File: config.mk
export PLATFORM = sky130hd
export DESIGN_NAME = fetch_stage
export DESIGN_NICKNAME = d
export VERILOG_FILES = /design/src/hdl/rv_pkg.sv /design/src/hdl/fetch_stage.sv
export SDC_FILE = /design/constraint.sdc
export NUM_CORES = 1
export LEC_CHECK = 0
export BUFFER_PORTS_ARGS = -buffer_cell sky130_fd_sc_hd__buf_4
export CAP_MARGIN = 20
export CORE_MARGIN = 5
export CORE_UTILIZATION = 40
export CTS_BUF_LIST = sky130_fd_sc_hd__clkbuf_2
export CTS_CLUSTER_DIAMETER = 60
export DETAILED_ROUTE_END_ITERATION = 12
export PLACE_DENSITY = 0.67
export SYNTH_ARGS = -nofsm -noshare
export SYNTH_HDL_FRONTEND = slang
export SYNTH_SLANG_ARGS = --single-unit
export TNS_END_PERCENT = 50
File: constraint.sdc
create_clock -name clk -period 4.3 [get_ports clk]
set_input_delay 0.43 -clock clk [delete_from_list [all_inputs] [get_ports clk]]
set_output_delay 0.43 -clock clk [all_outputs]
set_load 0.05 [all_outputs]
File: src/hdl/rv_pkg.sv
package rv_pkg;

  // ====================
  // widths and types
  // ====================
  localparam int xlen = 32;

  typedef logic [xlen-1:0] word_t;
  typedef logic [4:0]      reg_addr_t;
  typedef logic [3:0]      alu_ctrl_t;
  typedef logic [6:0]      opcode_t;

  // alu operations
  localparam alu_ctrl_t alu_add    = 4'd0;
  localparam alu_ctrl_t alu_sub    = 4'd1;
  localparam alu_ctrl_t alu_and    = 4'd2;
  localparam alu_ctrl_t alu_or     = 4'd3;
  localparam alu_ctrl_t alu_xor    = 4'd4;
  localparam alu_ctrl_t alu_slt    = 4'd5;
  localparam alu_ctrl_t alu_sll    = 4'd6;
  localparam alu_ctrl_t alu_srl    = 4'd7;
  localparam alu_ctrl_t alu_pass_b = 4'd8;

  // ====================
  // rv32i opcodes
  // ====================
  localparam opcode_t op_rtype  = 7'b0110011;
  localparam opcode_t op_itype  = 7'b0010011;
  localparam opcode_t op_lui    = 7'b0110111;
  localparam opcode_t op_load   = 7'b0000011;
  localparam opcode_t op_store  = 7'b0100011;
  localparam opcode_t op_branch = 7'b1100011;
  localparam opcode_t op_jal    = 7'b1101111;

  // addi x0, x0, 0
  localparam word_t nop_instr = 32'h0000_0013;
  localparam word_t reset_pc  = 32'h0000_0000;

  // result select in the memory stage
  localparam logic [1:0] res_alu = 2'd0;
  localparam logic [1:0] res_pc4 = 2'd1;
  localparam logic [1:0] res_imm = 2'd2;

endpackage
File: src/hdl/fetch_stage.sv
`timescale 1ns/1ps

module fetch_stage (
  input  logic          clk,
  input  logic          arst_n_i,
  input  logic          pc_en_i,
  input  logic          ifid_en_i,
  input  logic          ifid_clr_i,
  input  logic          take_i,
  input  rv_pkg::word_t target_i,
  output rv_pkg::word_t imem_addr_o,
  input  rv_pkg::word_t imem_data_i,
  output rv_pkg::word_t pc_id_o,
  output rv_pkg::word_t instr_id_o
);

  rv_pkg::word_t pc_q, pc_next;

  assign pc_next     = take_i ? target_i : pc_q + 32'd4;
  assign imem_addr_o = pc_q;

  always_ff @(posedge clk or negedge arst_n_i) begin
    if (!arst_n_i) begin
      pc_q <= rv_pkg::reset_pc;
    end else if (pc_en_i) begin
      pc_q <= pc_next;
    end
  end

  // if/id register, clear gives a nop
  always_ff @(posedge clk or negedge arst_n_i) begin
    if (!arst_n_i) begin
      instr_id_o <= rv_pkg::nop_instr;
    end else if (ifid_clr_i) begin
      instr_id_o <= rv_pkg::nop_instr;
    end else if (ifid_en_i) begin
      instr_id_o <= imem_data_i;
    end
  end

  always_ff @(posedge clk) begin
    if (ifid_en_i) pc_id_o <= pc_q;
  end

  a_pc_aligned: assert property (@(posedge clk) disable iff (!arst_n_i) pc_q[1:0] == 2'b00);

endmodule

==> metrics <==
status finished, final reports clean; DP Worst Slack 2.23 ns; Final min period 2.00 ns; total number of vias 3,696; TNS Setup 0 ns; Detail Route Antenna Nets 0; fin cells 689; Final WS setup 2.30 ns; total power 2.31 mW; global-route wire length before repair 18,700 um; die area 13,200 sq um; DRT iter0 DRCs 235; Starting Density 40.7%; Top Ports 166; H-Tree Depth 3; die height 115 um; Lkg Pwr 2.66 nW; Crit Path Class register to register; Synth cell types 56; Fmax achieved 501 MHz; WHS 0.0419 ns; Synth async-reset ratio 66.7%; Crit path max-delay family simple AND/OR/NAND/NOR gates; Hold Path Class input port to register; post-synthesis mux area share 6.84%; total CTS buffers 9; Worst Skew 0.0287 ns; drt total wl 11,900 um; compound-gate portion of the synthesized area 12.9%; antenna violations before repair 0; Synth Area in Simple Gates 18.2%; top cell type's share of synthesized area 34.8%; mapped cell area 4390 sq um; pwr/cell area 397 nW/um^2; Avg Cell Area, Syn 11.3 sq um; Rows 38; Worst-Margin Slew 0.958 ns; wire per inst 17.3 um; RSZ-0062 raised after global routing false; clk root buf clkbuf_2; GP Congestion 0.833; largest area contributor in the netlist dfrtp_1; Worst slew margin 36.1%; ys flop type dfrtp_1; number of global-route vias before repair 3,686; post-layout util 54.0%; Worst VDD drop 0.237 mV; CP max FO 7; gr ovfl total 0; fin crit share 46.5%; worst-case clock buffer depth 2; Final Max Slew Viols 0; startpoint types register; die width 115 um; Cell Area, Placed 5680 sq um; fill cell count 957; Hold Fails Final Rpt 0; DRC 0; nets@finish 615; cell chain of the critical path ha_1, and3_1, nand2_1, or4b_1, nand3_1; Synth Register Bits 96; clock-pin slew on the worst setup and hold paths 0.26 ns; Pre-antenna DRT Iters 4; placed insts 669; max cap viols 0; register area 2570 sq um; IO Port Bufs 165; worst skew pair latency 0.57 ns; fin area 5830 sq um; EDFF count, synth 32; main combinational cell family by area after synthesis simple AND/OR/NAND/NOR gates; Synthesis Warnings 0; Sink Count 96; register area share after synthesis 58.5%; Critical Path RT 4.84 ns; XOR/XNOR share of the synthesized area 0%; post-cts repair resize count 0; Worst path max stage delay 0.56 ns; final setup fails 0; Synthesized Nets 461; TritonCTS clock tree done; Gate Count Post-Synth 390; largest net degree at the start of global routing 68; # diodes 0; core area 10,800 sq um; top cells by area, synth dfrtp_1, edfxtp_1, mux2i_1; via-per-instance ratio 5.36; Buf/Inv on CP 0; P&R area growth vs syn 32.8%; WP data arrival 2.53 ns; All-Layer GR Usage 17.8%; DP HPWL 8260 um; CP max-delay cell or4b_1; Worst setup EP type register; share of layout cells above drive strength 1 35.0%; adder-cell share of the synthesized area 0.285%; multi-input logic area 1680 sq um
-- worst paths after layout --
path                                     start               to  slack [ns]  cells past startpoint
worst min-delay path               target_i[0]   imem_addr_o[0]        0.04                      3
worst max register to register  imem_addr_o[3]  imem_addr_o[22]        2.30                      5
worst max-delay path            imem_addr_o[3]  imem_addr_o[22]        2.30                      5
max in group asynchronous             arst_n_i  imem_addr_o[25]        3.32                      2
min in group asynchronous             arst_n_i  imem_addr_o[14]        0.47                      2
worst min register to register  imem_addr_o[1]       pc_id_o[1]        0.51                      0
-- registers in the layout, summed over array words and instances (netlist names) --
name         flops
imem_addr_o     32
instr_id_o      32
pc_id_o         32
-- cell usage after synthesis (8+ instances only) --
master,n
dfrtp_1,61
nor2_1,57
edfxtp_1,32
mux2i_1,30
nand2_1,21
o21ai_0,19
nand3_1,17
clkbuf_1,14
a21oi_1,13
and3_1,11
a22o_1,8
nor3_1,8
-- power breakdown --
| group | switching, mW | internal, mW | total [mW] |
|---|---|---|---|
| clock network | 0.298 | 0.134 | 0.432 |
| logic | 0.498 | 0.235 | 0.733 |
| registers | 0.0998 | 1.05 | 1.15 |
-- cells in the final DEF (no fill, tap or decap), types with 4 or more instances in the layout --
cell           netlist  layout
edfxtp_1            32      32
buf_4                2     165
mux2i_1             30      30
a211o_1              4       4
nand2_1             21      21
nand4_1              7       7
nand3_1             17      17
inv_1                6       6
dfrtp_1             61      61
a311oi_1             5       5
clkbuf_2             0      11
o21ai_0             19      19
nor2_1              57      57
nor4_1               5       5
nor3_1               8       8
a22oi_1              6       6
dlygate4sd3_1        0       4
and3_1              11      11
o311ai_0             4       4
a21oi_1             13      13
a22o_1               8       8
-- area by class of cell --
cell class	instances	share of cell area, %
Clock buffer	11	0.945
Clock inverter	5	0.859
Inverter	6	0.387
Multi-Input combinational cell	262	28.8
Sequential cell	96	44.0
Tap cell	140	3.01
Timing Repair Buffer	169	21.9
-- routing by layer --
metal	vias to the layer above	GRT usage, %	part of all wire [%]	wire length [um]
met5	-	0	0	0
met4	0	6.81	1.3	158
met3	13	4.00	8.6	1020
met2	153	29.0	47	5650
met1	1771	23.2	43	5100
li1	1759	-	-	-
-- repair_timing --
| action | in CTS | in global routing |
|---|---|---|
| endpoints found under the hold margin | 61 | 3 |
| buffers inserted | 0 | 0 |
| hold buffers | 1 | 3 |
-- worst reg2reg max path: cells and delay by family, from the launching register on --
| kind | cells | cell delay [ns] |
|---|---|---|
| fa+ha+maj | 1 | 0.25 |
| simple gates | 4 | 1.19 |
| flops | 1 | 0.52 |
-- cells by family after synthesis --
kind of cell             after synthesis
AO/OA/AOI/OAI                         79
multiplexers                          30
adder cells (fa/ha/maj)                1
AND/OR/NAND/NOR                      152
flip-flops                            96
buffers and inverters                 32
Note: power is estimated with default switching activity, not from simulation.
