## src/hdl/rv_pkg.sv

```systemverilog
package rv_pkg;

  // ====================
  // widths and types
  // ====================
  localparam int xlen = 32;

  typedef logic [xlen-1:0] word_t;
  typedef logic [4:0]      reg_addr_t;
  typedef logic [3:0]      alu_ctrl_t;
  typedef logic [6:0]      opcode_t;

  // alu operations
  localparam alu_ctrl_t alu_add    = 4'd0;
  localparam alu_ctrl_t alu_sub    = 4'd1;
  localparam alu_ctrl_t alu_and    = 4'd2;
  localparam alu_ctrl_t alu_or     = 4'd3;
  localparam alu_ctrl_t alu_xor    = 4'd4;
  localparam alu_ctrl_t alu_slt    = 4'd5;
  localparam alu_ctrl_t alu_sll    = 4'd6;
  localparam alu_ctrl_t alu_srl    = 4'd7;
  localparam alu_ctrl_t alu_pass_b = 4'd8;

  // ====================
  // rv32i opcodes
  // ====================
  localparam opcode_t op_rtype  = 7'b0110011;
  localparam opcode_t op_itype  = 7'b0010011;
  localparam opcode_t op_lui    = 7'b0110111;
  localparam opcode_t op_load   = 7'b0000011;
  localparam opcode_t op_store  = 7'b0100011;
  localparam opcode_t op_branch = 7'b1100011;
  localparam opcode_t op_jal    = 7'b1101111;

  // addi x0, x0, 0
  localparam word_t nop_instr = 32'h0000_0013;
  localparam word_t reset_pc  = 32'h0000_0000;

  // result select in the memory stage
  localparam logic [1:0] res_alu = 2'd0;
  localparam logic [1:0] res_pc4 = 2'd1;
  localparam logic [1:0] res_imm = 2'd2;

endpackage
```

## src/hdl/memory_stage.sv

```systemverilog
`timescale 1ns/1ps

module memory_stage (
  input  logic              clk,
  input  logic              arst_n_i,
  input  rv_pkg::word_t     pc_i,
  input  rv_pkg::word_t     alu_i,
  input  rv_pkg::word_t     store_i,
  input  rv_pkg::word_t     imm_i,
  input  rv_pkg::word_t     target_i,
  input  rv_pkg::reg_addr_t rd_i,
  input  logic              reg_write_i,
  input  logic              mem_write_i,
  input  logic              mem_read_i,
  input  logic [1:0]        result_sel_i,
  input  logic              branch_i,
  input  logic              branch_ne_i,
  input  logic              jump_i,
  input  logic              zero_i,
  output rv_pkg::word_t     dmem_addr_o,
  output rv_pkg::word_t     dmem_wdata_o,
  output logic              dmem_we_o,
  input  rv_pkg::word_t     dmem_rdata_i,
  output rv_pkg::word_t     result_mem_o,
  output logic              take_mem_o,
  output rv_pkg::word_t     target_o,
  output rv_pkg::reg_addr_t rd_mem_o,
  output logic              reg_write_mem_o,
  output rv_pkg::reg_addr_t rd_wb_o,
  output logic              reg_write_wb_o,
  output rv_pkg::word_t     wdata_wb_o
);

  rv_pkg::word_t result_wb;
  logic mem_read_wb;

  assign take_mem_o      = jump_i || (branch_i && (zero_i ^ branch_ne_i));
  assign target_o        = target_i;
  assign rd_mem_o        = rd_i;
  assign reg_write_mem_o = reg_write_i;

  assign result_mem_o = (result_sel_i == rv_pkg::res_pc4) ? pc_i + 32'd4 :
                        (result_sel_i == rv_pkg::res_imm) ? imm_i : alu_i;

  assign dmem_addr_o  = alu_i;
  assign dmem_wdata_o = store_i;
  assign dmem_we_o    = mem_write_i;

  // mem/wb register
  always_ff @(posedge clk or negedge arst_n_i) begin
    if (!arst_n_i) begin
      reg_write_wb_o <= 1'b0;
      mem_read_wb    <= 1'b0;
    end else begin
      reg_write_wb_o <= reg_write_i;
      mem_read_wb    <= mem_read_i;
    end
  end

  always_ff @(posedge clk) begin
    rd_wb_o   <= rd_i;
    result_wb <= result_mem_o;
  end

  // load data arrives here from the synchronous read
  assign wdata_wb_o = mem_read_wb ? dmem_rdata_i : result_wb;

endmodule

```

## config.mk

```make
export PLATFORM = sky130hd
export DESIGN_NAME = memory_stage
export DESIGN_NICKNAME = d
export VERILOG_FILES = /design/src/hdl/rv_pkg.sv /design/src/hdl/memory_stage.sv
export SDC_FILE = /design/constraint.sdc
export NUM_CORES = 1
export LEC_CHECK = 0
export ABC_AREA = 0
export BUFFER_PORTS_ARGS = -buffer_cell sky130_fd_sc_hd__buf_2
export CAP_MARGIN = 20
export CORE_AREA = 5 5 147 149
export CTS_BUF_LIST = sky130_fd_sc_hd__clkbuf_16
export DETAILED_ROUTE_END_ITERATION = 6
export DIE_AREA = 0 0 152 154
export PLACE_DENSITY = 0.52
export SLEW_MARGIN = 20
export SYNTH_ARGS = -nofsm -noshare
export SYNTH_HDL_FRONTEND = slang
export SYNTH_SLANG_ARGS = --single-unit
```

## constraint.sdc

```tcl
create_clock -name clk -period 2.9 [get_ports clk]
set_input_delay 0.58 -clock clk [delete_from_list [all_inputs] [get_ports clk]]
set_output_delay 0.58 -clock clk [all_outputs]
set_load 0.02 [all_outputs]
```

==> impl_metrics.tcl, run 1 <==
set metrics [dict create \
    synth_fp_nets 628 \
    ios 382 \
    critPathArrivalTime_ns 2.23 \
    tritoncts "done" \
    slew_violations 0 \
    avgSynthCellArea_um2 8.30 \
    finalCritPeriodShare_pct 97.0 \
    h-tree-depth 2 \
    path_clk_slew_ns 0.06 \
    synth_cell_type_count 35 \
    crit_required_ns 2.32 \
    start_kind "primary input" \
    coreArea_um2 20000 \
    rsz0062_at_grt "false" \
    hold_path_class "in2async" \
    status "complete, no violations" \
    relSlewSlack_pct 58.9 \
    syn_inst 419 \
    wirelength_mm 15.3 \
    fmax_mhz 355 \
    viasPerCell 4.09 \
    grt_overflow 0 \
    tns_ns 0 \
    ys_seq_elements 39 \
    die_w_um 152 \
    drtAntennaViolNets 0 \
    cts-buffers-inserted 5 \
    p_per_area_nw_per_um2 420 \
    p_leak_nw 2.23 \
    end_kind "output pin" \
    start_util_pct 17.4 \
    drc 0 \
    numPortBuffers 251 \
    diodes 0 \
    drt-initial-drc-count 141 \
    yosysSeqAreaShare_pct 22.7 \
    syn_area_um2 3480 \
    hold_viol_final 0 \
    nNetsFinal 788 \
    hpwlAfterDp_mm 12.9 \
    row_count 52 \
    path_class "in2out" \
    ys_warn_count 0 \
    root_buffer "clkbuf_16" \
    synth_top_area_cell "buf_4" \
    cp_max_fo 4 \
    grt_pass1_wl_mm 21.8 \
    synth_top_area_share_pct 22.2 \
    worst_pin_slew_ns 0.615 \
    post_cts_buffers 0 \
    layout-drive-gt1-share_pct 58.3 \
    vias 3480 \
    first_pass_iters 4 \
    dieArea_um2 23400 \
    synthTopCellsByArea "buf_4 (22%), dfxtp_1 (21%), mux2_2 (12%), mux2i_1 (7.2%), nand2_1 (3.8%)" \
    grt.total_usage_pct 12.3 \
    detail_route.wl_per_cell_um 18.0 \
    clockBufferDepth 2 \
    gp_congestion 0.808 \
    finalSetupViolCount 0 \
    cts.sink_count 39 \
    area_growth_pct 34.9 \
    period_minus_slack_ns 2.81 \
    grt_max_degree 34 \
    ir_drop_uv 169 \
    die_h_um 154 \
    max_cap_violations 0 \
    grt_pass1_vias 3450 \
    final_util_pct 23.4 \
    grt_antenna_before_repair 6 \
    hold_buffers 0 \
]
[cells in the mapped netlist]
library cell / n
a211oi_1: 7
a21o_1: 1
a21oi_1: 19
a221oi_1: 1
and2_0: 1
and2_1: 1
and3_1: 4
and4_1: 4
buf_1: 10
buf_2: 3
buf_4: 103
buf_6: 1
clkbuf_1: 6
dfrtp_1: 2
dfxtp_1: 37
ha_1: 1
inv_1: 3
mux2_2: 38
mux2i_1: 25
nand2_1: 35
nand3_1: 11
nand3_2: 1
nand4_1: 8
nor2_1: 18
nor2b_1: 8
nor3_1: 6
nor4_2: 2
nor4_4: 1
o211ai_1: 2
o21ai_0: 18
o221ai_1: 8
o22ai_1: 9
or3_1: 1
xnor2_1: 12
xor2_1: 12
[stage by stage]
| stage | cell area, um2 | power, W | instances | setup WS [ns] | hold slack (ns) |
|---|---|---|---|---|---|
| 4_1_cts | 4600 | 0.00202 | 850 | 0.000806 | 0.0554 |
| 3_5_place_dp | 4430 | 0.00132 | 842 | -0.0268 | 0.376 |
| 2_1_floorplan | 3480 | 0.00115 | 419 | 0.178 | 0.284 |
| 6_report | 4690 | 0.00197 | 850 | 0.0866 | 0.0705 |
| 3_3_place_gp | 4430 | 0.00131 | 842 | -0.0285 | 0.375 |
| 5_1_grt | 4690 | 0.00209 | 850 | 0.00661 | 0.0595 |
[path summary, 6_finish.rpt]
path	start	to	slack, ns	cells after the start
min in group clk	mem_read_i	mem_read_wb$_DFF_PN0_	0.39	1
max	pc_i[2]	result_mem_o[12]	0.09	10
max in group asynchronous	arst_n_i	mem_read_wb$_DFF_PN0_	2.72	1
min	arst_n_i	mem_read_wb$_DFF_PN0_	0.07	1
[per-layer routing]
layer | wire (um) | global-route usage, % | up-vias
met5 | 63 | 0 | -
met4 | 538 | 5.18 | 12
met3 | 1310 | 4.64 | 65
met2 | 7500 | 21.4 | 180
met1 | 5870 | 13.4 | 1543
li1 | - | - | 1680
[worst max-delay path: stages]
cell	delay [ns]
clkbuf_4	0.14
ha_4	0.16
nand4_1	0.17
buf_4	0.18
nor2_2	0.04
buf_4	0.15
and3_1	0.19
xnor2_1	0.30
a21oi_1	0.15
buf_2	0.18
[kinds of logic (layout without fill, tap and decap cells)]
family | count (synthesis) | count (layout) | share of synthesized area, %
buffers and inverters | 126 | 287 | 25.0
AND/OR/NAND/NOR | 101 | 101 | 14.9
multiplexers | 63 | 63 | 19.5
AO/OA/AOI/OAI | 65 | 65 | 11.4
flip-flops | 39 | 39 | 22.7
XOR/XNOR | 24 | 24 | 6.05
adder cells (fa/ha/maj) | 1 | 1 | 0.360
[state kept, by name, indices dropped and copies added (netlist names)]
name / count
reg_write_wb_o: 1
mem_read_wb: 1
result_wb: 32
rd_wb_o: 5
[where the power goes]
part	internal (W)	switching (W)
clock network	0.000403	0.000260
logic	0.000290	0.000416
registers	0.000588	0.0000141
[what timing repair did]
action                     CTS  global route
setup endpoints to repair    3            17
gates resized for setup      2            23
gates cloned                 0             0
hold endpoints to repair     0             0
pin swaps                    1             4
[layout by cell type (no fill, tap or decap), types with 5 or more instances in the layout]
cell type and n:
mux2_2 38, nor2b_1 8, o22ai_1 9, o21ai_0 16, buf_2 243, a21oi_1 18
xnor2_1 12, clkbuf_16 5, xor2_1 11, nand2_1 35, nor2_1 17, buf_4 29
a211oi_1 7, o221ai_1 5, nand3_1 10, dfxtp_1 37, nand4_1 8, mux2i_1 25
[layout make-up]
class	count	area [um2]
Inverter	3	11.3
Timing Repair Buffer	276	1490
Tap cell	270	338
Multi-Input combinational cell	254	1890
Clock inverter	3	38.8
Fill cell	2259	15300
Sequential cell	39	792
Clock buffer	5	125
Note: power is estimated with default switching activity, not from simulation.
==> run 2: changes to the inputs <==
Settings changed: PLACE_DENSITY 0.52 to 0.47.
==> run 2 against run 1 <==
Compared with the run above:
- hold slack got worse by 0.0022 ns
- final cell count rose by 0.47%
- total power rose by 3.8%
- critical path depth did not move
- combinational power fell by 1%
- largest cell class unchanged
- count of clock-buffer cells in the layout did not move
- critical path type unchanged
- non-clock buffer count rose by 4
- sequential share of layout area barely moved
- routed wire length fell by 6.4%
- first-iteration DRC count fell by 18%
- clock power rose by 13%
- critical endpoint is now result_mem_o[22]
==> impl_metrics.tcl, run 2 (synthesized netlist as in run 1, its figures left out) <==
set metrics [dict create \
    status "complete, no violations" \
    path_cells "buf_2 > ha_2 > nand4_1 > buf_4 > nor4_4 > buf_4 > nand2_1 > mux2i_1 > o221ai_1 > buf_4" \
    die_w_um 152 \
    finalCritPeriodShare_pct 96.9 \
    cts.sink_count 39 \
    viasPerCell 3.98 \
    tns_ns 0 \
    worst_pin_slew_ns 0.492 \
    grt_antenna_before_repair 4 \
    detail_route.wl_per_cell_um 16.7 \
    grt_pass1_wl_mm 20.7 \
    ios 382 \
    p_leak_nw 2.25 \
    hold_path_class "in2async" \
    vias 3396 \
    fmax_mhz 356 \
    final_util_pct 23.4 \
    p_per_area_nw_per_um2 435 \
    wirelength_mm 14.3 \
    die_h_um 154 \
    grt_pass1_vias 3332 \
    critPathArrivalTime_ns 2.23 \
    gp_congestion 0.770 \
    start_util_pct 17.4 \
    stdcell_count 854 \
    max_cap_violations 0 \
    grt.total_usage_pct 11.5 \
    row_count 52 \
    tritoncts "done" \
    cts-buffers-inserted 5 \
    regMostFlops "result_wb" \
    drtAntennaViolNets 0 \
    h-tree-depth 2 \
    end_kind "output pin" \
    start_kind "primary input" \
    clockBufferDepth 2 \
    rsz0062_at_grt "true" \
    coreArea_um2 20000 \
    first_pass_iters 4 \
    dieArea_um2 23400 \
    max_stage_delay_ns 0.24 \
    grt_overflow 0 \
    path_clk_slew_ns 0.06 \
    largest_reg_flops 32 \
    layout-drive-gt1-share_pct 58.2 \
    period_minus_slack_ns 2.81 \
    hold_buffers 0 \
    nNetsFinal 792 \
    hold_viol_final 0 \
    power_w 0.00205 \
    cp_max_fo 5 \
    relSlewSlack_pct 67.2 \
    cp_common_cell "buf_4" \
    dp.cells 845 \
    path_class "in2out" \
    finalSetupViolCount 0 \
    final_common_cell "buf_2" \
    drc 0 \
    cpMaxStageDelayCell "nor4_4" \
    numPortBuffers 251 \
    ir_drop_uv 290 \
    reg.largest.list "result_wb (32), rd_wb_o (5)" \
    slew_violations 0 \
    drt-initial-drc-count 115 \
    hpwlAfterDp_mm 12.3 \
    diodes 0 \
    area_growth_pct 35.1 \
    grt_max_degree 33 \
    final_cell_mix "buf_2 (246), mux2_2 (38), dfxtp_1 (37)" \
    root_buffer "clkbuf_16" \
    crit_required_ns 2.32 \
]
-- run 2: cell types whose count changed in the layout (fill, tap and decap cells not counted), moves of 2 or more --
cell,delta
buf_4,+4
buf_2,+3
nor3_1,+2
buf_12,-2
-- run 2: cell type report --
type / count / area, um2
clock buffer: 5 / 125
clock inverter: 3 / 63.8
fill: 2284 / 15300
inverter: 3 / 11.3
multi-input combinational: 254 / 1880
sequential: 39 / 792
tap: 270 / 338
timing repair buffer: 280 / 1490
-- run 2: critical path, delay by kind of cell --
kind	cells	cell delay (ns)
adder cells (fa/ha/maj)	1	0.18
multiplexers	1	0.13
AO/OA/AOI/OAI	1	0.20
AND/OR/NAND/NOR	3	0.47
buffers and inverters	4	0.67
-- run 2: layer usage --
metal,global-route usage [%],up-vias,part of all wire (%)
met4,5.27,8,3.8
met1,13.7,1480,41
met5,0,-,0.43
met2,18.8,165,46
li1,-,1694,-
met3,4.05,49,7.9
-- run 2: worst max-delay path by stage --
stage,end,depth (start not counted),slack (ns),from
2_1_floorplan,result_mem_o[20],5,0.18,pc_i[2]
3_3_place_gp,result_mem_o[16],10,-0.01,pc_i[3]
3_5_place_dp,result_mem_o[16],10,-0.08,pc_i[3]
4_1_cts,result_mem_o[26],9,0.005,pc_i[3]
5_1_grt,result_mem_o[18],10,-0.05,pc_i[3]
6_report,result_mem_o[22],10,0.09,pc_i[3]
-- run 2: where the power goes --
| part | switching, W | total [W] | internal (W) |
|---|---|---|---|
| registers | 0.0000117 | 0.000599 | 0.000588 |
| clock network | 0.000258 | 0.000750 | 0.000491 |
| logic | 0.000409 | 0.000697 | 0.000288 |
-- run 2: what timing repair did --
action / CTS / global route
setup buffers: 1 / 0
gates resized for setup: 2 / 18
pin swaps: 1 / 3
setup endpoints to repair: 1 / 17
-- run 2: stage by stage --
step	cell area [um2]	hold slack (ns)	worst slack [ns]
after detailed placement	4420	0.368	-0.0757
after floorplan	3480	0.284	0.178
after CTS	4630	0.0526	0.00451
after global placement	4420	0.367	-0.0139
after global routing	4700	0.0536	-0.0525
final	4700	0.0684	0.0907
