**src/hdl/rv_pkg.sv**
```systemverilog
package rv_pkg;

  // ====================
  // widths and types
  // ====================
  localparam int xlen = 32;

  typedef logic [xlen-1:0] word_t;
  typedef logic [4:0]      reg_addr_t;
  typedef logic [3:0]      alu_ctrl_t;
  typedef logic [6:0]      opcode_t;

  // alu operations
  localparam alu_ctrl_t alu_add    = 4'd0;
  localparam alu_ctrl_t alu_sub    = 4'd1;
  localparam alu_ctrl_t alu_and    = 4'd2;
  localparam alu_ctrl_t alu_or     = 4'd3;
  localparam alu_ctrl_t alu_xor    = 4'd4;
  localparam alu_ctrl_t alu_slt    = 4'd5;
  localparam alu_ctrl_t alu_sll    = 4'd6;
  localparam alu_ctrl_t alu_srl    = 4'd7;
  localparam alu_ctrl_t alu_pass_b = 4'd8;

  // ====================
  // rv32i opcodes
  // ====================
  localparam opcode_t op_rtype  = 7'b0110011;
  localparam opcode_t op_itype  = 7'b0010011;
  localparam opcode_t op_lui    = 7'b0110111;
  localparam opcode_t op_load   = 7'b0000011;
  localparam opcode_t op_store  = 7'b0100011;
  localparam opcode_t op_branch = 7'b1100011;
  localparam opcode_t op_jal    = 7'b1101111;

  // addi x0, x0, 0
  localparam word_t nop_instr = 32'h0000_0013;
  localparam word_t reset_pc  = 32'h0000_0000;

  // result select in the memory stage
  localparam logic [1:0] res_alu = 2'd0;
  localparam logic [1:0] res_pc4 = 2'd1;
  localparam logic [1:0] res_imm = 2'd2;

endpackage
```
**src/hdl/pipe_control.sv**
```systemverilog
`timescale 1ns/1ps

module pipe_control (
  input  logic              clk,
  input  logic              arst_n_i,
  input  rv_pkg::opcode_t   opcode_i,
  input  logic [2:0]        fun3_i,
  input  logic              fun7_5_i,
  input  rv_pkg::reg_addr_t rs1_i,
  input  rv_pkg::reg_addr_t rs2_i,
  input  rv_pkg::reg_addr_t rs1_exe_i,
  input  rv_pkg::reg_addr_t rs2_exe_i,
  input  rv_pkg::reg_addr_t rd_exe_i,
  input  logic              mem_read_exe_i,
  input  rv_pkg::reg_addr_t rd_mem_i,
  input  logic              reg_write_mem_i,
  input  rv_pkg::reg_addr_t rd_wb_i,
  input  logic              reg_write_wb_i,
  input  logic              take_mem_i,
  output logic              reg_write_o,
  output logic              mem_write_o,
  output logic              mem_read_o,
  output logic [1:0]        result_sel_o,
  output logic              alu_src_o,
  output logic              branch_o,
  output logic              branch_ne_o,
  output logic              jump_o,
  output rv_pkg::alu_ctrl_t alu_ctrl_o,
  output logic [1:0]        fwd_a_o,
  output logic [1:0]        fwd_b_o,
  output logic              pc_en_o,
  output logic              ifid_en_o,
  output logic              ifid_clr_o,
  output logic              idex_clr_o,
  output logic              exmem_clr_o
);

  logic stall;
  rv_pkg::alu_ctrl_t alu_fun;

  // ====================
  // decoder
  // ====================
  always_comb begin
    case (fun3_i)
      3'b000:  alu_fun = (opcode_i == rv_pkg::op_rtype && fun7_5_i) ? rv_pkg::alu_sub
                                                                      : rv_pkg::alu_add;
      3'b111:  alu_fun = rv_pkg::alu_and;
      3'b110:  alu_fun = rv_pkg::alu_or;
      3'b100:  alu_fun = rv_pkg::alu_xor;
      3'b010:  alu_fun = rv_pkg::alu_slt;
      3'b001:  alu_fun = rv_pkg::alu_sll;
      default: alu_fun = rv_pkg::alu_srl;
    endcase
  end

  always_comb begin
    reg_write_o  = 1'b0;
    mem_write_o  = 1'b0;
    mem_read_o   = 1'b0;
    result_sel_o = rv_pkg::res_alu;
    alu_src_o    = 1'b0;
    branch_o     = 1'b0;
    branch_ne_o  = 1'b0;
    jump_o       = 1'b0;
    alu_ctrl_o   = rv_pkg::alu_add;
    case (opcode_i)
      rv_pkg::op_rtype: begin
        reg_write_o = 1'b1;
        alu_ctrl_o  = alu_fun;
      end
      rv_pkg::op_itype: begin
        reg_write_o = 1'b1;
        alu_src_o   = 1'b1;
        alu_ctrl_o  = alu_fun;
      end
      rv_pkg::op_lui: begin
        reg_write_o  = 1'b1;
        alu_src_o    = 1'b1;
        alu_ctrl_o   = rv_pkg::alu_pass_b;
        result_sel_o = rv_pkg::res_imm;
      end
      rv_pkg::op_load: begin
        reg_write_o = 1'b1;
        mem_read_o  = 1'b1;
        alu_src_o   = 1'b1;
      end
      rv_pkg::op_store: begin
        mem_write_o = 1'b1;
        alu_src_o   = 1'b1;
      end
      rv_pkg::op_branch: begin
        branch_o    = 1'b1;
        branch_ne_o = fun3_i[0];
        alu_ctrl_o  = rv_pkg::alu_sub;
      end
      rv_pkg::op_jal: begin
        reg_write_o  = 1'b1;
        jump_o       = 1'b1;
        result_sel_o = rv_pkg::res_pc4;
      end
      default: ;
    endcase
  end

  // ====================
  // forwarding with mem stage priority
  // ====================
  always_comb begin
    fwd_a_o = 2'd0;
    fwd_b_o = 2'd0;
    if (reg_write_mem_i && rd_mem_i != '0 && rd_mem_i == rs1_exe_i) fwd_a_o = 2'd1;
    else if (reg_write_wb_i && rd_wb_i != '0 && rd_wb_i == rs1_exe_i) fwd_a_o = 2'd2;
    if (reg_write_mem_i && rd_mem_i != '0 && rd_mem_i == rs2_exe_i) fwd_b_o = 2'd1;
    else if (reg_write_wb_i && rd_wb_i != '0 && rd_wb_i == rs2_exe_i) fwd_b_o = 2'd2;
  end

  // load-use stall gives way to a flush
  assign stall       = mem_read_exe_i && rd_exe_i != '0 &&
                       (rd_exe_i == rs1_i || rd_exe_i == rs2_i);
  assign pc_en_o     = !stall || take_mem_i;
  assign ifid_en_o   = !stall || take_mem_i;
  assign ifid_clr_o  = take_mem_i;
  assign idex_clr_o  = stall || take_mem_i;
  assign exmem_clr_o = take_mem_i;

  // a stall leaves a bubble behind the load, so it cannot repeat
  a_single_stall: assert property (@(posedge clk) disable iff (!arst_n_i)
    stall && !take_mem_i |=> !stall);
  // a flush empties execute so no stall follows it
  a_flush_no_stall: assert property (@(posedge clk) disable iff (!arst_n_i)
    take_mem_i |=> !stall);

endmodule

```
**config.mk**
```make
export PLATFORM = sky130hd
export DESIGN_NAME = pipe_control
export DESIGN_NICKNAME = d
export VERILOG_FILES = /design/src/hdl/rv_pkg.sv /design/src/hdl/pipe_control.sv
export SDC_FILE = /design/constraint.sdc
export NUM_CORES = 1
export LEC_CHECK = 0
export BUFFER_PORTS_ARGS = -buffer_cell sky130_fd_sc_hd__buf_2
export CAP_MARGIN = 20
export CORE_UTILIZATION = 30
export DETAILED_ROUTE_END_ITERATION = 6
export PLACE_DENSITY = 0.77
export SETUP_SLACK_MARGIN = 0.4
export SLEW_MARGIN = 30
export SYNTH_ARGS = -nofsm -noshare
export SYNTH_HDL_FRONTEND = slang
export SYNTH_SLANG_ARGS = --single-unit
```
**constraint.sdc**
```tcl
create_clock -name vclk -period 1.07
set_input_delay 0.0535 -clock vclk [all_inputs]
set_output_delay 0.0535 -clock vclk [all_outputs]
set_load 0.1 [all_outputs]
```
==> report_table.html, run 1 <==
<table>
<tr><th>Metric</th><th>Value</th></tr>
<tr><th colspan="2">Synthesis</th></tr>
<tr><td>Top cell type's share of synthesized area</td><td>33.94%</td></tr>
<tr><td>Yosys Warn Count</td><td>0</td></tr>
<tr><td>Xor/xnor share of the synthesized area</td><td>43.84%</td></tr>
<tr><td>Post-Synth Simple-Gate Area</td><td>36.97%</td></tr>
<tr><td>Compound-gate portion of the synthesized area</td><td>13.74%</td></tr>
<tr><td>Most common cell in the netlist</td><td>sky130_fd_sc_hd__xor2_1</td></tr>
<tr><td>Mux share of post-synthesis cell area</td><td>0%</td></tr>
<tr><td>Syn_area_per_cell</td><td>6.959 um2</td></tr>
<tr><td>Post-Synthesis Cell Area</td><td>619.3 um2</td></tr>
<tr><td>Syn Nets</td><td>141</td></tr>
<tr><td>Cells taking the most area after synthesis</td><td>sky130_fd_sc_hd__xor2_1, sky130_fd_sc_hd__xnor2_1, sky130_fd_sc_hd__nor4_1</td></tr>
<tr><td>Largest family of logic cells by synthesized area</td><td>XOR/XNOR gates</td></tr>
<tr><td>Number of library cell types mapped by synthesis</td><td>26</td></tr>
<tr><td>Ranking of synthesized cells by instance count</td><td>sky130_fd_sc_hd__xor2_1, sky130_fd_sc_hd__nor2_1, sky130_fd_sc_hd__xnor2_1</td></tr>
<tr><td>Adder-cell share of the synthesized area</td><td>0%</td></tr>
<tr><td>Cell taking the most area after synthesis</td><td>sky130_fd_sc_hd__xor2_1</td></tr>
<tr><td>Gate count of the mapped netlist</td><td>89</td></tr>
<tr><td>Sequential share of the synthesized area</td><td>0%</td></tr>
<tr><th colspan="2">Outcome</th></tr>
<tr><td>Failed at</td><td>clock tree synthesis</td></tr>
<tr><td>Outcome</td><td>did not finish</td></tr>
<tr><td>First error line in the log</td><td>[ERROR DPL-0038] Utilization greater than 100%, impossible to legalize</td></tr>
<tr><th colspan="2">Place</th></tr>
<tr><td>RD Place Congestion</td><td>0.7814</td></tr>
<tr><td>Count of buffers from port buffering</td><td>72</td></tr>
<tr><td>Half-perimeter wire length after detailed placement</td><td>3540 um</td></tr>
<tr><th colspan="2">Die</th></tr>
<tr><td>Number of top-level design ports</td><td>74</td></tr>
<tr><td>Standard-cell rows</td><td>16</td></tr>
<tr><td>Overall die width</td><td>47.44 um</td></tr>
<tr><td>Effective utilization at floorplan</td><td>31.89%</td></tr>
<tr><td>Die H</td><td>47.44 um</td></tr>
<tr><th colspan="2">Clocking</th></tr>
<tr><td>Buffer count from post-CTS setup fixing</td><td>7</td></tr>
<tr><td>Resized Gates After CTS</td><td>47</td></tr>
<tr><td># hold bufs at CTS</td><td>0</td></tr>
</table>
[logic make-up after synthesis]
group / count (synthesis)
AND/OR/NAND/NOR: 40
buffers and inverters: 6
AO/OA/AOI/OAI: 12
XOR/XNOR: 31
[metrics by stage]
| stage | util (%) | worst slack (ns) | instance area (um2) | std cells |
|---|---|---|---|---|
| after detailed placement | 96.39 | -0.5127 | 1872 | 216 |
| after floorplan | - | -0.9741 | 1002 | 89 |
| after global placement | 96.39 | -0.4240 | 1872 | 216 |
==> inputs of run 2 (changes only) <==
--- a/config.mk
+++ b/config.mk
@@ -7,10 +7,10 @@
 export LEC_CHECK = 0
 export BUFFER_PORTS_ARGS = -buffer_cell sky130_fd_sc_hd__buf_2
 export CAP_MARGIN = 20
-export CORE_UTILIZATION = 30
+export CORE_AREA = 2 2 63 65
 export DETAILED_ROUTE_END_ITERATION = 6
-export PLACE_DENSITY = 0.77
-export SETUP_SLACK_MARGIN = 0.4
+export DIE_AREA = 0 0 65 67
+export PLACE_DENSITY_LB_ADDON = 0.15
 export SLEW_MARGIN = 30
 export SYNTH_ARGS = -nofsm -noshare
 export SYNTH_HDL_FRONTEND = slang
==> constraint.sdc (replaced) <==
create_clock -name vclk -period 1.4
set_input_delay 0.07 -clock vclk [all_inputs]
set_output_delay 0.07 -clock vclk [all_outputs]
set_load 0.1 [all_outputs]
==> run 2 against run 1 <==
Compared with the run above:
- the flow now finishes, with violations (setup timing)
- synthesized area stayed put
- synthesized cell count stayed put
==> report_table.html, run 2 <==
<table>
<tr><th>Metric</th><th>Value</th></tr>
<tr><th colspan="2">Synthesis</th></tr>
<tr><td>Number of library cell types mapped by synthesis</td><td>26 (unchanged)</td></tr>
<tr><td>Cells taking the most area after synthesis</td><td>sky130_fd_sc_hd__xor2_1, sky130_fd_sc_hd__xnor2_1, sky130_fd_sc_hd__nor4_1</td></tr>
<tr><td>Post-Synthesis Cell Area</td><td>619.3 um2 (unchanged)</td></tr>
<tr><td>Cell taking the most area after synthesis</td><td>sky130_fd_sc_hd__xor2_1</td></tr>
<tr><td>Syn_area_per_cell</td><td>6.959 um2 (unchanged)</td></tr>
<tr><td>Top cell type's share of synthesized area</td><td>33.94% (unchanged)</td></tr>
<tr><td>Sequential share of the synthesized area</td><td>0% (unchanged)</td></tr>
<tr><td>Gate count of the mapped netlist</td><td>89 (unchanged)</td></tr>
<tr><td>Ranking of synthesized cells by instance count</td><td>sky130_fd_sc_hd__xor2_1, sky130_fd_sc_hd__nor2_1, sky130_fd_sc_hd__xnor2_1</td></tr>
<tr><td>Yosys Warn Count</td><td>0 (unchanged)</td></tr>
<tr><td>Syn Nets</td><td>141 (unchanged)</td></tr>
<tr><td>Most common cell in the netlist</td><td>sky130_fd_sc_hd__xor2_1</td></tr>
<tr><th colspan="2">Die</th></tr>
<tr><td>Effective utilization at floorplan</td><td>17.18% (-15 points)</td></tr>
<tr><td>Number of top-level design ports</td><td>74 (unchanged)</td></tr>
<tr><td>Overall die width</td><td>65 um (+37%)</td></tr>
<tr><td>Standard-cell rows</td><td>22 (+6)</td></tr>
<tr><td>Core area</td><td>3606 um2</td></tr>
<tr><td>Die area</td><td>4355 um2</td></tr>
<tr><td>Die H</td><td>67 um (+41%)</td></tr>
<tr><th colspan="2">Global routing</th></tr>
<tr><td>Overall overflow remaining after global route</td><td>0</td></tr>
<tr><td>Global routing usage summed across all routing layers</td><td>12.67%</td></tr>
<tr><td>First-pass GRT wire length</td><td>4547 um</td></tr>
<tr><td>Largest net degree at the start of global routing</td><td>9</td></tr>
<tr><td>Initial antenna violation count</td><td>0</td></tr>
<tr><td>Via count of the first global-routing pass</td><td>1078</td></tr>
<tr><th colspan="2">Cells and area</th></tr>
<tr><td>Area occupied by registers</td><td>0 um2</td></tr>
<tr><td>Utilization of the core after routing</td><td>52.43%</td></tr>
<tr><td>Antenna diodes</td><td>0</td></tr>
<tr><td>Most common cell after layout, fill and taps aside</td><td>sky130_fd_sc_hd__buf_2</td></tr>
<tr><td>Highest-count cells in the layout ignoring fill and taps</td><td>sky130_fd_sc_hd__buf_2, sky130_fd_sc_hd__xor2_1, sky130_fd_sc_hd__buf_4, sky130_fd_sc_hd__buf_12</td></tr>
<tr><td>Fraction of final layout cells sized beyond drive strength 1</td><td>76.80%</td></tr>
<tr><td>Area overhead of the layout relative to synthesis</td><td>205.3%</td></tr>
<tr><td>CLK BUF</td><td>0</td></tr>
<tr><td>Final sequential cell count</td><td>0</td></tr>
<tr><td>Final Net Count</td><td>235</td></tr>
<tr><td>Final-layout fill cell count</td><td>326</td></tr>
<tr><th colspan="2">STA</th></tr>
<tr><td>Slew at the pin closest to its max-slew limit</td><td>0.4834 ns</td></tr>
<tr><td>Max-Slew Margin vs Limit</td><td>68.00%</td></tr>
<tr><td>Setup total negative slack</td><td>-0.2075 ns</td></tr>
<tr><td>Final-layout worst hold slack</td><td>0.5195 ns</td></tr>
<tr><td>Maximum achievable frequency</td><td>663.7 MHz</td></tr>
<tr><td>Setup repair after global routing missed its margin</td><td>true</td></tr>
<tr><td>Max Transition Viols Final</td><td>0</td></tr>
<tr><td>Number of setup violations in the final report</td><td>3</td></tr>
<tr><td>Final worst path period need</td><td>1.507 ns</td></tr>
<tr><td>Hold Vio Cnt, Final</td><td>0</td></tr>
<tr><td>Worst path setup slack after routing</td><td>-0.1067 ns</td></tr>
<tr><td>Period utilisation layout</td><td>107.6%</td></tr>
<tr><th colspan="2">Critical path</th></tr>
<tr><td>Worst endpoint required time</td><td>1.33 ns</td></tr>
<tr><td>Startpoint type of the worst setup path</td><td>input pin</td></tr>
<tr><td>Worst Path Arrival</td><td>1.44 ns</td></tr>
<tr><td>Setup crit end kind</td><td>output port</td></tr>
<tr><td>Launching instance or port of the critical path</td><td>rd_wb_i[2]</td></tr>
<tr><td>Type of the worst setup path</td><td>in2out</td></tr>
<tr><td>CP endpoint</td><td>fwd_a_o[1]</td></tr>
<tr><td>Critical path peak fanout</td><td>3</td></tr>
<tr><th colspan="2">Place</th></tr>
<tr><td>Count of buffers from port buffering</td><td>72 (unchanged)</td></tr>
<tr><td>RD Place Congestion</td><td>0.7938 (+1.6%)</td></tr>
<tr><td>Worst-case setup slack after placement</td><td>-0.1670 ns (+0.3457 ns)</td></tr>
<tr><td>Half-perimeter wire length after detailed placement</td><td>2332 um (-34%)</td></tr>
<tr><th colspan="2">Routing</th></tr>
<tr><td>Vias per std cell</td><td>4.498</td></tr>
<tr><td>Via Count</td><td>1030</td></tr>
<tr><td>Remaining antenna violation count after routing</td><td>0</td></tr>
<tr><td>Number of remaining DRC errors</td><td>0</td></tr>
<tr><td>Initial drt markers</td><td>11</td></tr>
<tr><td>TritonRoute pass-1 iters</td><td>4</td></tr>
<tr><td>Final wirelength</td><td>2708 um</td></tr>
<tr><td>Per-cell routed wire length</td><td>11.83 um</td></tr>
<tr><th colspan="2">Outcome</th></tr>
<tr><td>Outcome</td><td>finished with violations</td></tr>
<tr><td>Violations in the final reports</td><td>setup timing</td></tr>
<tr><th colspan="2">Run</th></tr>
<tr><td># Max-Cap Violations</td><td>0</td></tr>
<tr><th colspan="2">Pwr</th></tr>
<tr><td>Areal power density over the cells</td><td>279.3 nW/um2</td></tr>
<tr><td>Total leakage power</td><td>0.0007939 uW</td></tr>
<tr><td>IR drop worst, VDD</td><td>0.1200 mV</td></tr>
<tr><td>Total power after layout</td><td>528.0 uW</td></tr>
<tr><th colspan="2">Clocking</th></tr>
<tr><td># hold bufs at CTS</td><td>0 (unchanged)</td></tr>
<tr><th colspan="2">Hold path</th></tr>
<tr><td>Path class of the lowest-slack min-delay path</td><td>in2out</td></tr>
<tr><td>Cell depth of the worst min-delay path</td><td>3</td></tr>
</table>
## run 2: cell counts after synthesis
No cell type changed its count.
## run 2: repair_timing
item,in CTS,in global routing
pin swaps,6,13
gates resized for setup,3,19
endpoints found under the setup margin,4,6
buffers inserted,3,1
## run 2: per-layer routing
metal | share of wire, % | global-route usage (%) | up-vias | routed length (um)
met3 | 5.7 | 0.8446 | 6 | 155
li1 | - | - | 508 | -
met1 | 35 | 14.59 | 475 | 961
met5 | 0 | 0 | - | 0
met4 | 2.8 | 1.862 | 0 | 77
met2 | 56 | 25.64 | 41 | 1513
## run 2: through the flow
| stage | instances | area (um2) |
|---|---|---|
| 2_1_floorplan | 89 | 953.4 |
| 6_report | 229 | 1891 |
| 3_5_place_dp | 227 | 1759 |
| 5_1_grt | 229 | 1891 |
| 3_3_place_gp | 227 | 1759 |
| 4_1_cts | 228 | 1782 |
## run 2: critical path: stages
cell and delay [ns]:
sky130_fd_sc_hd__buf_2 0.12, sky130_fd_sc_hd__xor2_1 0.15, sky130_fd_sc_hd__or4_4 0.55, sky130_fd_sc_hd__nor4_4 0.33, sky130_fd_sc_hd__buf_12 0.21
## run 2: how the worst min path moves through the flow
| stage | slack (ns) | to | from |
|---|---|---|---|
| 2_1_floorplan | 0.24 | alu_ctrl_o[3] | opcode_i[6] |
| 3_3_place_gp | 0.51 | alu_ctrl_o[2] | fun3_i[2] |
| 3_5_place_dp | 0.52 | alu_ctrl_o[2] | fun3_i[2] |
| 4_1_cts | 0.52 | alu_ctrl_o[2] | fun3_i[2] |
| 5_1_grt | 0.54 | alu_ctrl_o[2] | fun3_i[2] |
| 6_report | 0.52 | alu_ctrl_o[2] | fun3_i[2] |
## run 2: cells by family after synthesis
logic type             synth area share [%]
XOR/XNOR                              43.84
AO/OA/AOI/OAI                         13.74
buffers and inverters                 5.454
AND/OR/NAND/NOR                       36.97
## run 2: cell type report
class,count,area (um2),area share (%)
tap,48,60.06,3.177
inverter,1,3.754,0.1985
timing repair buffer,97,890.9,47.12
multi-input combinational,83,935.9,49.50
## run 2: power breakdown
part | switching (uW) | internal (uW) | leakage (uW)
logic | 294 | 234 | 0.000794
clock network | 0 | 0 | 0
registers | 0 | 0 | 0
total | 294 | 234 | 0.000794
No activity file was read; power rests on OpenSTA's default activity.
==> inputs of run 3 (changes only) <==
==> constraint.sdc (replaced) <==
create_clock -name vclk -period 1.4
set_input_delay 0.07 -clock vclk [all_inputs]
set_output_delay 0.07 -clock vclk [all_outputs]
set_load 0.005 [all_outputs]
==> run 3 against run 2 <==
Compared with the run above:
- the flow now finishes without violations
- largest power group unchanged
- die area stayed put
- sequential share of layout area stayed put
- combinational power is 48% lower
- count of clock-buffer cells in the layout stayed put
- critical path depth stayed put
- flip-flop and latch count stayed put
- worst setup slack better by 0.11 ns
- cell area is 42% lower
- global-route usage is 3.0 points lower
- via count is 13% lower
- worst hold slack worse by 0.18 ns
- fmax is 8.0% higher
==> report_table.html, run 3 (same netlist as run 2, synthesis figures left out) <==
<table>
<tr><th>Metric</th><th>Value</th></tr>
<tr><th colspan="2">Outcome</th></tr>
<tr><td>Outcome</td><td>completed</td></tr>
<tr><th colspan="2">Pwr</th></tr>
<tr><td>Seq pwr share</td><td>0% (unchanged)</td></tr>
<tr><td>Net switching power</td><td>136.9 uW (-53%)</td></tr>
<tr><td>Areal power density over the cells</td><td>250.7 nW/um2 (-10%)</td></tr>
<tr><td>Switching part of the total</td><td>49.98% (-5.7 points)</td></tr>
<tr><td>Part of the power in combinational logic</td><td>100.0% (about the same)</td></tr>
<tr><td>IR drop worst, VDD</td><td>0.08911 mV (-26%)</td></tr>
<tr><td>Total leakage power</td><td>0.0005291 uW (-33%)</td></tr>
<tr><td>Internal Dissipation</td><td>136.9 uW (-42%)</td></tr>
<tr><td>Clock share of power</td><td>0% (unchanged)</td></tr>
<tr><th colspan="2">Routing</th></tr>
<tr><td>Number of remaining DRC errors</td><td>0 (unchanged)</td></tr>
<tr><td>Via Count</td><td>891 (-13%)</td></tr>
<tr><td>TritonRoute pass-1 iters</td><td>4 (unchanged)</td></tr>
<tr><td>Per-cell routed wire length</td><td>10.86 um (-8.2%)</td></tr>
<tr><td>Final wirelength</td><td>2270 um (-16%)</td></tr>
<tr><td>Vias per std cell</td><td>4.263 (-5.2%)</td></tr>
<tr><td>Initial drt markers</td><td>16 (+5)</td></tr>
<tr><td>Remaining antenna violation count after routing</td><td>0 (unchanged)</td></tr>
<tr><th colspan="2">Critical path</th></tr>
<tr><td>Setup crit end kind</td><td>output port</td></tr>
<tr><td>Worst endpoint required time</td><td>1.33 ns (about the same)</td></tr>
<tr><td>Startpoint type of the worst setup path</td><td>input pin</td></tr>
<tr><td>Type of the worst setup path</td><td>in2out</td></tr>
<tr><td>CP endpoint</td><td>fwd_b_o[1]</td></tr>
<tr><td>Worst Path Arrival</td><td>1.32 ns (-0.12 ns)</td></tr>
<tr><td>Launching instance or port of the critical path</td><td>rs2_exe_i[1]</td></tr>
<tr><td>Critical path peak fanout</td><td>2 (-1)</td></tr>
<tr><th colspan="2">Die</th></tr>
<tr><td>Number of top-level design ports</td><td>74 (unchanged)</td></tr>
<tr><td>Effective utilization at floorplan</td><td>17.18% (unchanged)</td></tr>
<tr><td>Standard-cell rows</td><td>22 (unchanged)</td></tr>
<tr><td>Overall die width</td><td>65 um (unchanged)</td></tr>
<tr><td>Die area</td><td>4355 um2 (unchanged)</td></tr>
<tr><td>Die H</td><td>67 um (unchanged)</td></tr>
<tr><td>Core area</td><td>3606 um2 (unchanged)</td></tr>
<tr><th colspan="2">Cells and area</th></tr>
<tr><td>CLK BUF</td><td>0 (unchanged)</td></tr>
<tr><td>Area overhead of the layout relative to synthesis</td><td>76.36%</td></tr>
<tr><td>Fraction of final layout cells sized beyond drive strength 1</td><td>53.42% (-23 points)</td></tr>
<tr><td>Final-layout fill cell count</td><td>426 (+31%)</td></tr>
<tr><td>Area occupied by registers</td><td>0 um2 (unchanged)</td></tr>
<tr><td>Final sequential cell count</td><td>0 (unchanged)</td></tr>
<tr><td>Highest-count cells in the layout ignoring fill and taps</td><td>sky130_fd_sc_hd__buf_2, sky130_fd_sc_hd__xor2_1, sky130_fd_sc_hd__nor2_1, sky130_fd_sc_hd__xnor2_1, sky130_fd_sc_hd__buf_4</td></tr>
<tr><td>Final Net Count</td><td>215 (-8.5%)</td></tr>
<tr><td>Antenna diodes</td><td>0 (unchanged)</td></tr>
<tr><td>Number of non-filler instances in the completed layout</td><td>209 (-8.7%)</td></tr>
<tr><td>Most common cell after layout, fill and taps aside</td><td>sky130_fd_sc_hd__buf_2</td></tr>
<tr><td>Area of the multi-input gates</td><td>625.6 um2 (-33%)</td></tr>
<tr><td>Utilization of the core after routing</td><td>30.29% (-22 points)</td></tr>
<tr><th colspan="2">Global routing</th></tr>
<tr><td>First-pass GRT wire length</td><td>3532 um (-22%)</td></tr>
<tr><td>Global routing usage summed across all routing layers</td><td>9.624% (-3.0 points)</td></tr>
<tr><td>Initial antenna violation count</td><td>0 (unchanged)</td></tr>
<tr><td>Via count of the first global-routing pass</td><td>832 (-23%)</td></tr>
<tr><td>Overall overflow remaining after global route</td><td>0 (unchanged)</td></tr>
<tr><td>Largest net degree at the start of global routing</td><td>9 (unchanged)</td></tr>
<tr><th colspan="2">Place</th></tr>
<tr><td>Count of buffers from port buffering</td><td>72 (unchanged)</td></tr>
<tr><td>Post-placement cell count</td><td>209 (-7.9%)</td></tr>
<tr><td>Half-perimeter wire length after detailed placement</td><td>2044 um (-12%)</td></tr>
<tr><td>RD Place Congestion</td><td>0.7759 (-2.3%)</td></tr>
<tr><td>Worst-case setup slack after placement</td><td>-0.04017 ns (+0.1269 ns)</td></tr>
<tr><th colspan="2">STA</th></tr>
<tr><td>Max-Slew Margin vs Limit</td><td>74.44% (+6.4 points)</td></tr>
<tr><td>Setup repair after global routing missed its margin</td><td>true</td></tr>
<tr><td>Hold Vio Cnt, Final</td><td>0 (unchanged)</td></tr>
<tr><td>Slew at the pin closest to its max-slew limit</td><td>0.3803 ns (-0.1031 ns)</td></tr>
<tr><td>Period utilisation layout</td><td>99.63% (-8.0 points)</td></tr>
<tr><td>Max Transition Viols Final</td><td>0 (unchanged)</td></tr>
<tr><td>Final-layout worst hold slack</td><td>0.3422 ns (-0.1773 ns)</td></tr>
<tr><td>Worst path setup slack after routing</td><td>0.005127 ns (+0.1119 ns)</td></tr>
<tr><td>Maximum achievable frequency</td><td>716.9 MHz (+8.0%)</td></tr>
<tr><td>Number of setup violations in the final report</td><td>0 (-3)</td></tr>
<tr><td>Final worst path period need</td><td>1.395 ns (-0.1119 ns)</td></tr>
<tr><th colspan="2">Clocking</th></tr>
<tr><td>Buffer count from post-CTS setup fixing</td><td>0 (-3)</td></tr>
<tr><td># hold bufs at CTS</td><td>0 (unchanged)</td></tr>
<tr><th colspan="2">Hold path</th></tr>
<tr><td>Cell depth of the worst min-delay path</td><td>2 (-1)</td></tr>
<tr><td>Worst min-delay path startpoint</td><td>take_mem_i</td></tr>
<tr><td>Path class of the lowest-slack min-delay path</td><td>in2out</td></tr>
<tr><th colspan="2">Run</th></tr>
<tr><td># Max-Cap Violations</td><td>0 (unchanged)</td></tr>
</table>
[run 3: changes by cell type in the layout (fill, tap and decap cells not counted), sizes merged]
cell / previous run / this run
buf: 97 / 77
[run 3: cell type report]
class | instances | share of cell area (%)
inverter | 1 | 0.3436
timing repair buffer | 77 | 36.88
tap | 48 | 5.498
multi-input combinational | 83 | 57.27
[run 3: what timing repair did]
action | CTS | global route
gates resized for setup | 7 | 2
pin swaps | 6 | 1
endpoints found under the setup margin | 2 | 1
[run 3: critical path: stages]
cell	delay [ns]
sky130_fd_sc_hd__buf_4	0.12
sky130_fd_sc_hd__xor2_1	0.15
sky130_fd_sc_hd__or4_4	0.55
sky130_fd_sc_hd__nor4_4	0.29
sky130_fd_sc_hd__buf_2	0.15
[run 3: metal layers]
metal | up-vias | GRT usage [%] | wire [um]
met3 | 0 | 0.6757 | 188
met4 | 0 | 0 | 0
met2 | 37 | 17.91 | 1091
li1 | 468 | - | -
met5 | - | 0 | 0
met1 | 386 | 12.80 | 990
[run 3: how the worst min path moves through the flow]
stage	endpoint	slack (ns)
final	ifid_clr_o	0.34
after global routing	ifid_clr_o	0.36
after CTS	exmem_clr_o	0.34
after detailed placement	exmem_clr_o	0.34
after global placement	exmem_clr_o	0.34
after floorplan	mem_write_o	0.17
[run 3: power groups by stage]
| stage | registers [uW] | logic (uW) | clock network (uW) |
|---|---|---|---|
| floorplan | 0 | 115 | 0 |
| global placement | 0 | 256 | 0 |
| detailed placement | 0 | 257 | 0 |
| CTS | 0 | 271 | 0 |
| global route | 0 | 301 | 0 |
| finish | 0 | 274 | 0 |
[run 3: per-stage QoR]
stage	power, uW	TNS [ns]	cell area (um2)
floorplan	114.8	0	619.3
global placement	255.8	-0.04028	1047
detailed placement	257.0	-0.07349	1047
CTS	270.9	0	1081
global route	301.0	-0.01677	1092
finish	273.8	0	1092
==> inputs of run 4 (changes only) <==
--- a/config.mk
+++ b/config.mk
@@ -10,8 +10,8 @@
 export CORE_AREA = 2 2 63 65
 export DETAILED_ROUTE_END_ITERATION = 6
 export DIE_AREA = 0 0 65 67
-export PLACE_DENSITY_LB_ADDON = 0.15
 export SLEW_MARGIN = 30
 export SYNTH_ARGS = -nofsm -noshare
 export SYNTH_HDL_FRONTEND = slang
 export SYNTH_SLANG_ARGS = --single-unit
+export TNS_END_PERCENT = 10
==> run 4 against run 3 <==
Compared with the run above:
- count of clock-buffer cells in the layout unchanged
- critical endpoint unchanged
- core utilization decreased by 0.56 points
- cell area decreased by 1.8%
- non-clock buffer count decreased by 1
- largest power group unchanged
==> report_table.html, run 4 (same netlist as run 2, synthesis figures left out) <==
<table>
<tr><th>Metric</th><th>Value</th></tr>
<tr><th colspan="2">Cells and area</th></tr>
<tr><td>Area overhead of the layout relative to synthesis</td><td>73.13%</td></tr>
<tr><td>Antenna diodes</td><td>0 (unchanged)</td></tr>
<tr><td>Final sequential cell count</td><td>0 (unchanged)</td></tr>
<tr><td>Final-layout fill cell count</td><td>411 (-3.5%)</td></tr>
<tr><td>Most common cell after layout, fill and taps aside</td><td>sky130_fd_sc_hd__buf_2</td></tr>
<tr><td>Highest-count cells in the layout ignoring fill and taps</td><td>sky130_fd_sc_hd__buf_2, sky130_fd_sc_hd__xor2_1, sky130_fd_sc_hd__nor2_1, sky130_fd_sc_hd__xnor2_1, sky130_fd_sc_hd__buf_4</td></tr>
<tr><td>Final Net Count</td><td>214 (-0.47%)</td></tr>
<tr><td>Fraction of final layout cells sized beyond drive strength 1</td><td>51.25% (-2.2 points)</td></tr>
<tr><td>Area of the multi-input gates</td><td>604.3 um2 (-3.4%)</td></tr>
<tr><td>Number of non-filler instances in the completed layout</td><td>208 (-0.48%)</td></tr>
<tr><td>Area occupied by registers</td><td>0 um2 (unchanged)</td></tr>
<tr><td>CLK BUF</td><td>0 (unchanged)</td></tr>
<tr><th colspan="2">STA</th></tr>
<tr><td>Number of setup violations in the final report</td><td>0 (unchanged)</td></tr>
<tr><td>Setup repair after global routing missed its margin</td><td>true</td></tr>
<tr><td>Setup total negative slack</td><td>0 ns (unchanged)</td></tr>
<tr><td>Hold Vio Cnt, Final</td><td>0 (unchanged)</td></tr>
<tr><td>Maximum achievable frequency</td><td>729.6 MHz (+1.8%)</td></tr>
<tr><td>Max Transition Viols Final</td><td>0 (unchanged)</td></tr>
<tr><td>Period utilisation layout</td><td>97.91% (-1.7 points)</td></tr>
<tr><td>Slew at the pin closest to its max-slew limit</td><td>0.4145 ns (+0.03420 ns)</td></tr>
<tr><td>Final-layout worst hold slack</td><td>0.3424 ns (+0.0001860 ns)</td></tr>
<tr><td>Max-Slew Margin vs Limit</td><td>72.11% (-2.3 points)</td></tr>
<tr><td>Final worst path period need</td><td>1.371 ns (-0.02418 ns)</td></tr>
<tr><th colspan="2">Hold path</th></tr>
<tr><td>Path class of the lowest-slack min-delay path</td><td>in2out</td></tr>
<tr><th colspan="2">Die</th></tr>
<tr><td>Core area</td><td>3606 um2 (unchanged)</td></tr>
<tr><td>Standard-cell rows</td><td>22 (unchanged)</td></tr>
<tr><td>Effective utilization at floorplan</td><td>17.18% (unchanged)</td></tr>
<tr><td>Overall die width</td><td>65 um (unchanged)</td></tr>
<tr><td>Die H</td><td>67 um (unchanged)</td></tr>
<tr><td>Die area</td><td>4355 um2 (unchanged)</td></tr>
<tr><td>Number of top-level design ports</td><td>74 (unchanged)</td></tr>
<tr><th colspan="2">Routing</th></tr>
<tr><td>Remaining antenna violation count after routing</td><td>0 (unchanged)</td></tr>
<tr><td>Initial drt markers</td><td>28 (+12)</td></tr>
<tr><td>Per-cell routed wire length</td><td>10.52 um (-3.1%)</td></tr>
<tr><td>TritonRoute pass-1 iters</td><td>2 (-2)</td></tr>
<tr><td>Via Count</td><td>920 (+3.3%)</td></tr>
<tr><td>Number of remaining DRC errors</td><td>0 (unchanged)</td></tr>
<tr><td>Vias per std cell</td><td>4.423 (+3.8%)</td></tr>
<tr><td>Final wirelength</td><td>2188 um (-3.6%)</td></tr>
<tr><th colspan="2">Global routing</th></tr>
<tr><td>Global routing usage summed across all routing layers</td><td>9.553% (-0.071 points)</td></tr>
<tr><td>Largest net degree at the start of global routing</td><td>10 (+1)</td></tr>
<tr><td>Initial antenna violation count</td><td>0 (unchanged)</td></tr>
<tr><td>Via count of the first global-routing pass</td><td>855 (+2.8%)</td></tr>
<tr><td>First-pass GRT wire length</td><td>3456 um (-2.2%)</td></tr>
<tr><td>Overall overflow remaining after global route</td><td>0 (unchanged)</td></tr>
<tr><th colspan="2">Critical path</th></tr>
<tr><td>Startpoint type of the worst setup path</td><td>input pin</td></tr>
<tr><td>CP max stage cell</td><td>sky130_fd_sc_hd__or4_4</td></tr>
<tr><td>Most frequent CP cell</td><td>sky130_fd_sc_hd__buf_2</td></tr>
<tr><td>Worst stage delay on the critical path</td><td>0.55 ns (about the same)</td></tr>
<tr><td>Type of the worst setup path</td><td>in2out</td></tr>
<tr><td>Worst Path Arrival</td><td>1.30 ns (-0.02 ns)</td></tr>
<tr><td>Setup crit end kind</td><td>output port</td></tr>
<tr><td>CP Cell Sequence</td><td>buf_2 -&gt; xor2_1 -&gt; or4_4 -&gt; nor4_4 -&gt; buf_2</td></tr>
<tr><td>Worst endpoint required time</td><td>1.33 ns (about the same)</td></tr>
<tr><td>Critical path peak fanout</td><td>2 (unchanged)</td></tr>
<tr><th colspan="2">Place</th></tr>
<tr><td>Post-placement cell count</td><td>208 (-0.48%)</td></tr>
<tr><td>Half-perimeter wire length after detailed placement</td><td>1984 um (-3.0%)</td></tr>
<tr><td>Count of buffers from port buffering</td><td>72 (unchanged)</td></tr>
<tr><td>RD Place Congestion</td><td>0.7092 (-8.6%)</td></tr>
<tr><th colspan="2">Pwr</th></tr>
<tr><td>IR drop worst, VDD</td><td>0.1014 mV (+14%)</td></tr>
<tr><td>Areal power density over the cells</td><td>244.4 nW/um2 (-2.5%)</td></tr>
<tr><td>Total leakage power</td><td>0.0005235 uW (-1.0%)</td></tr>
<tr><th colspan="2">Run</th></tr>
<tr><td># Max-Cap Violations</td><td>0 (unchanged)</td></tr>
<tr><th colspan="2">Clocking</th></tr>
<tr><td>Buffer count from post-CTS setup fixing</td><td>0 (unchanged)</td></tr>
<tr><td># hold bufs at CTS</td><td>0 (unchanged)</td></tr>
<tr><th colspan="2">Outcome</th></tr>
<tr><td>Outcome</td><td>completed</td></tr>
</table>
==> run 4: cell types whose count changed in the layout (fill, tap and decap cells not counted), sizes merged <==
cell  delta
buf      -1
==> run 4: layout make-up <==
class	count	area share (%)
Tap cell	48	5.601
Timing Repair Buffer	76	37.69
Inverter	1	0.3501
Multi-Input combinational cell	83	56.36
==> run 4: through the flow <==
step / power, uW / utilization [%] / setup WS, ns / area [um2]
4_1_cts: 261.2 / 29.49 / 0.006786 / 1064
6_report: 262.0 / 29.74 / 0.02930 / 1072
5_1_grt: 293.4 / 29.74 / -0.04055 / 1072
3_5_place_dp: 251.7 / 28.83 / -0.02122 / 1040
2_1_floorplan: 114.8 / - / 0.2195 / 619.3
3_3_place_gp: 250.1 / 28.83 / -0.03188 / 1040
==> run 4: critical path: cells and delay by family <==
| family | cells | cell delay [ns] |
|---|---|---|
| simple gates | 2 | 0.81 |
| buf+inv | 2 | 0.27 |
| xor+xnor | 1 | 0.16 |
==> run 4: routing by layer <==
metal	vias to the layer above	part of all wire, %	global-route usage, %
met3	2	8.9	1.689
met5	-	0	0
met4	0	1.1	1.064
met1	406	38	10.10
li1	469	-	-
met2	43	52	19.85
==> run 4: where the power goes <==
group	leakage [uW]	switching (uW)	total (uW)	internal, uW
registers	0	0	0	0
clock network	0	0	0	0
logic	0.000524	129	262	133
==> run 4: path summary, 6_finish.rpt <==
kind | endpoint | cells past startpoint | slack [ns] | from
max | fwd_b_o[1] | 5 | 0.03 | rs2_exe_i[4]
min | exmem_clr_o | 2 | 0.34 | take_mem_i
==> run 4: timing repair <==
action                                  in CTS  in global routing
pin swaps                                    5                  2
endpoints found under the setup margin       2                  2
gates cloned                                 0                  0
gates resized for setup                      6                  1
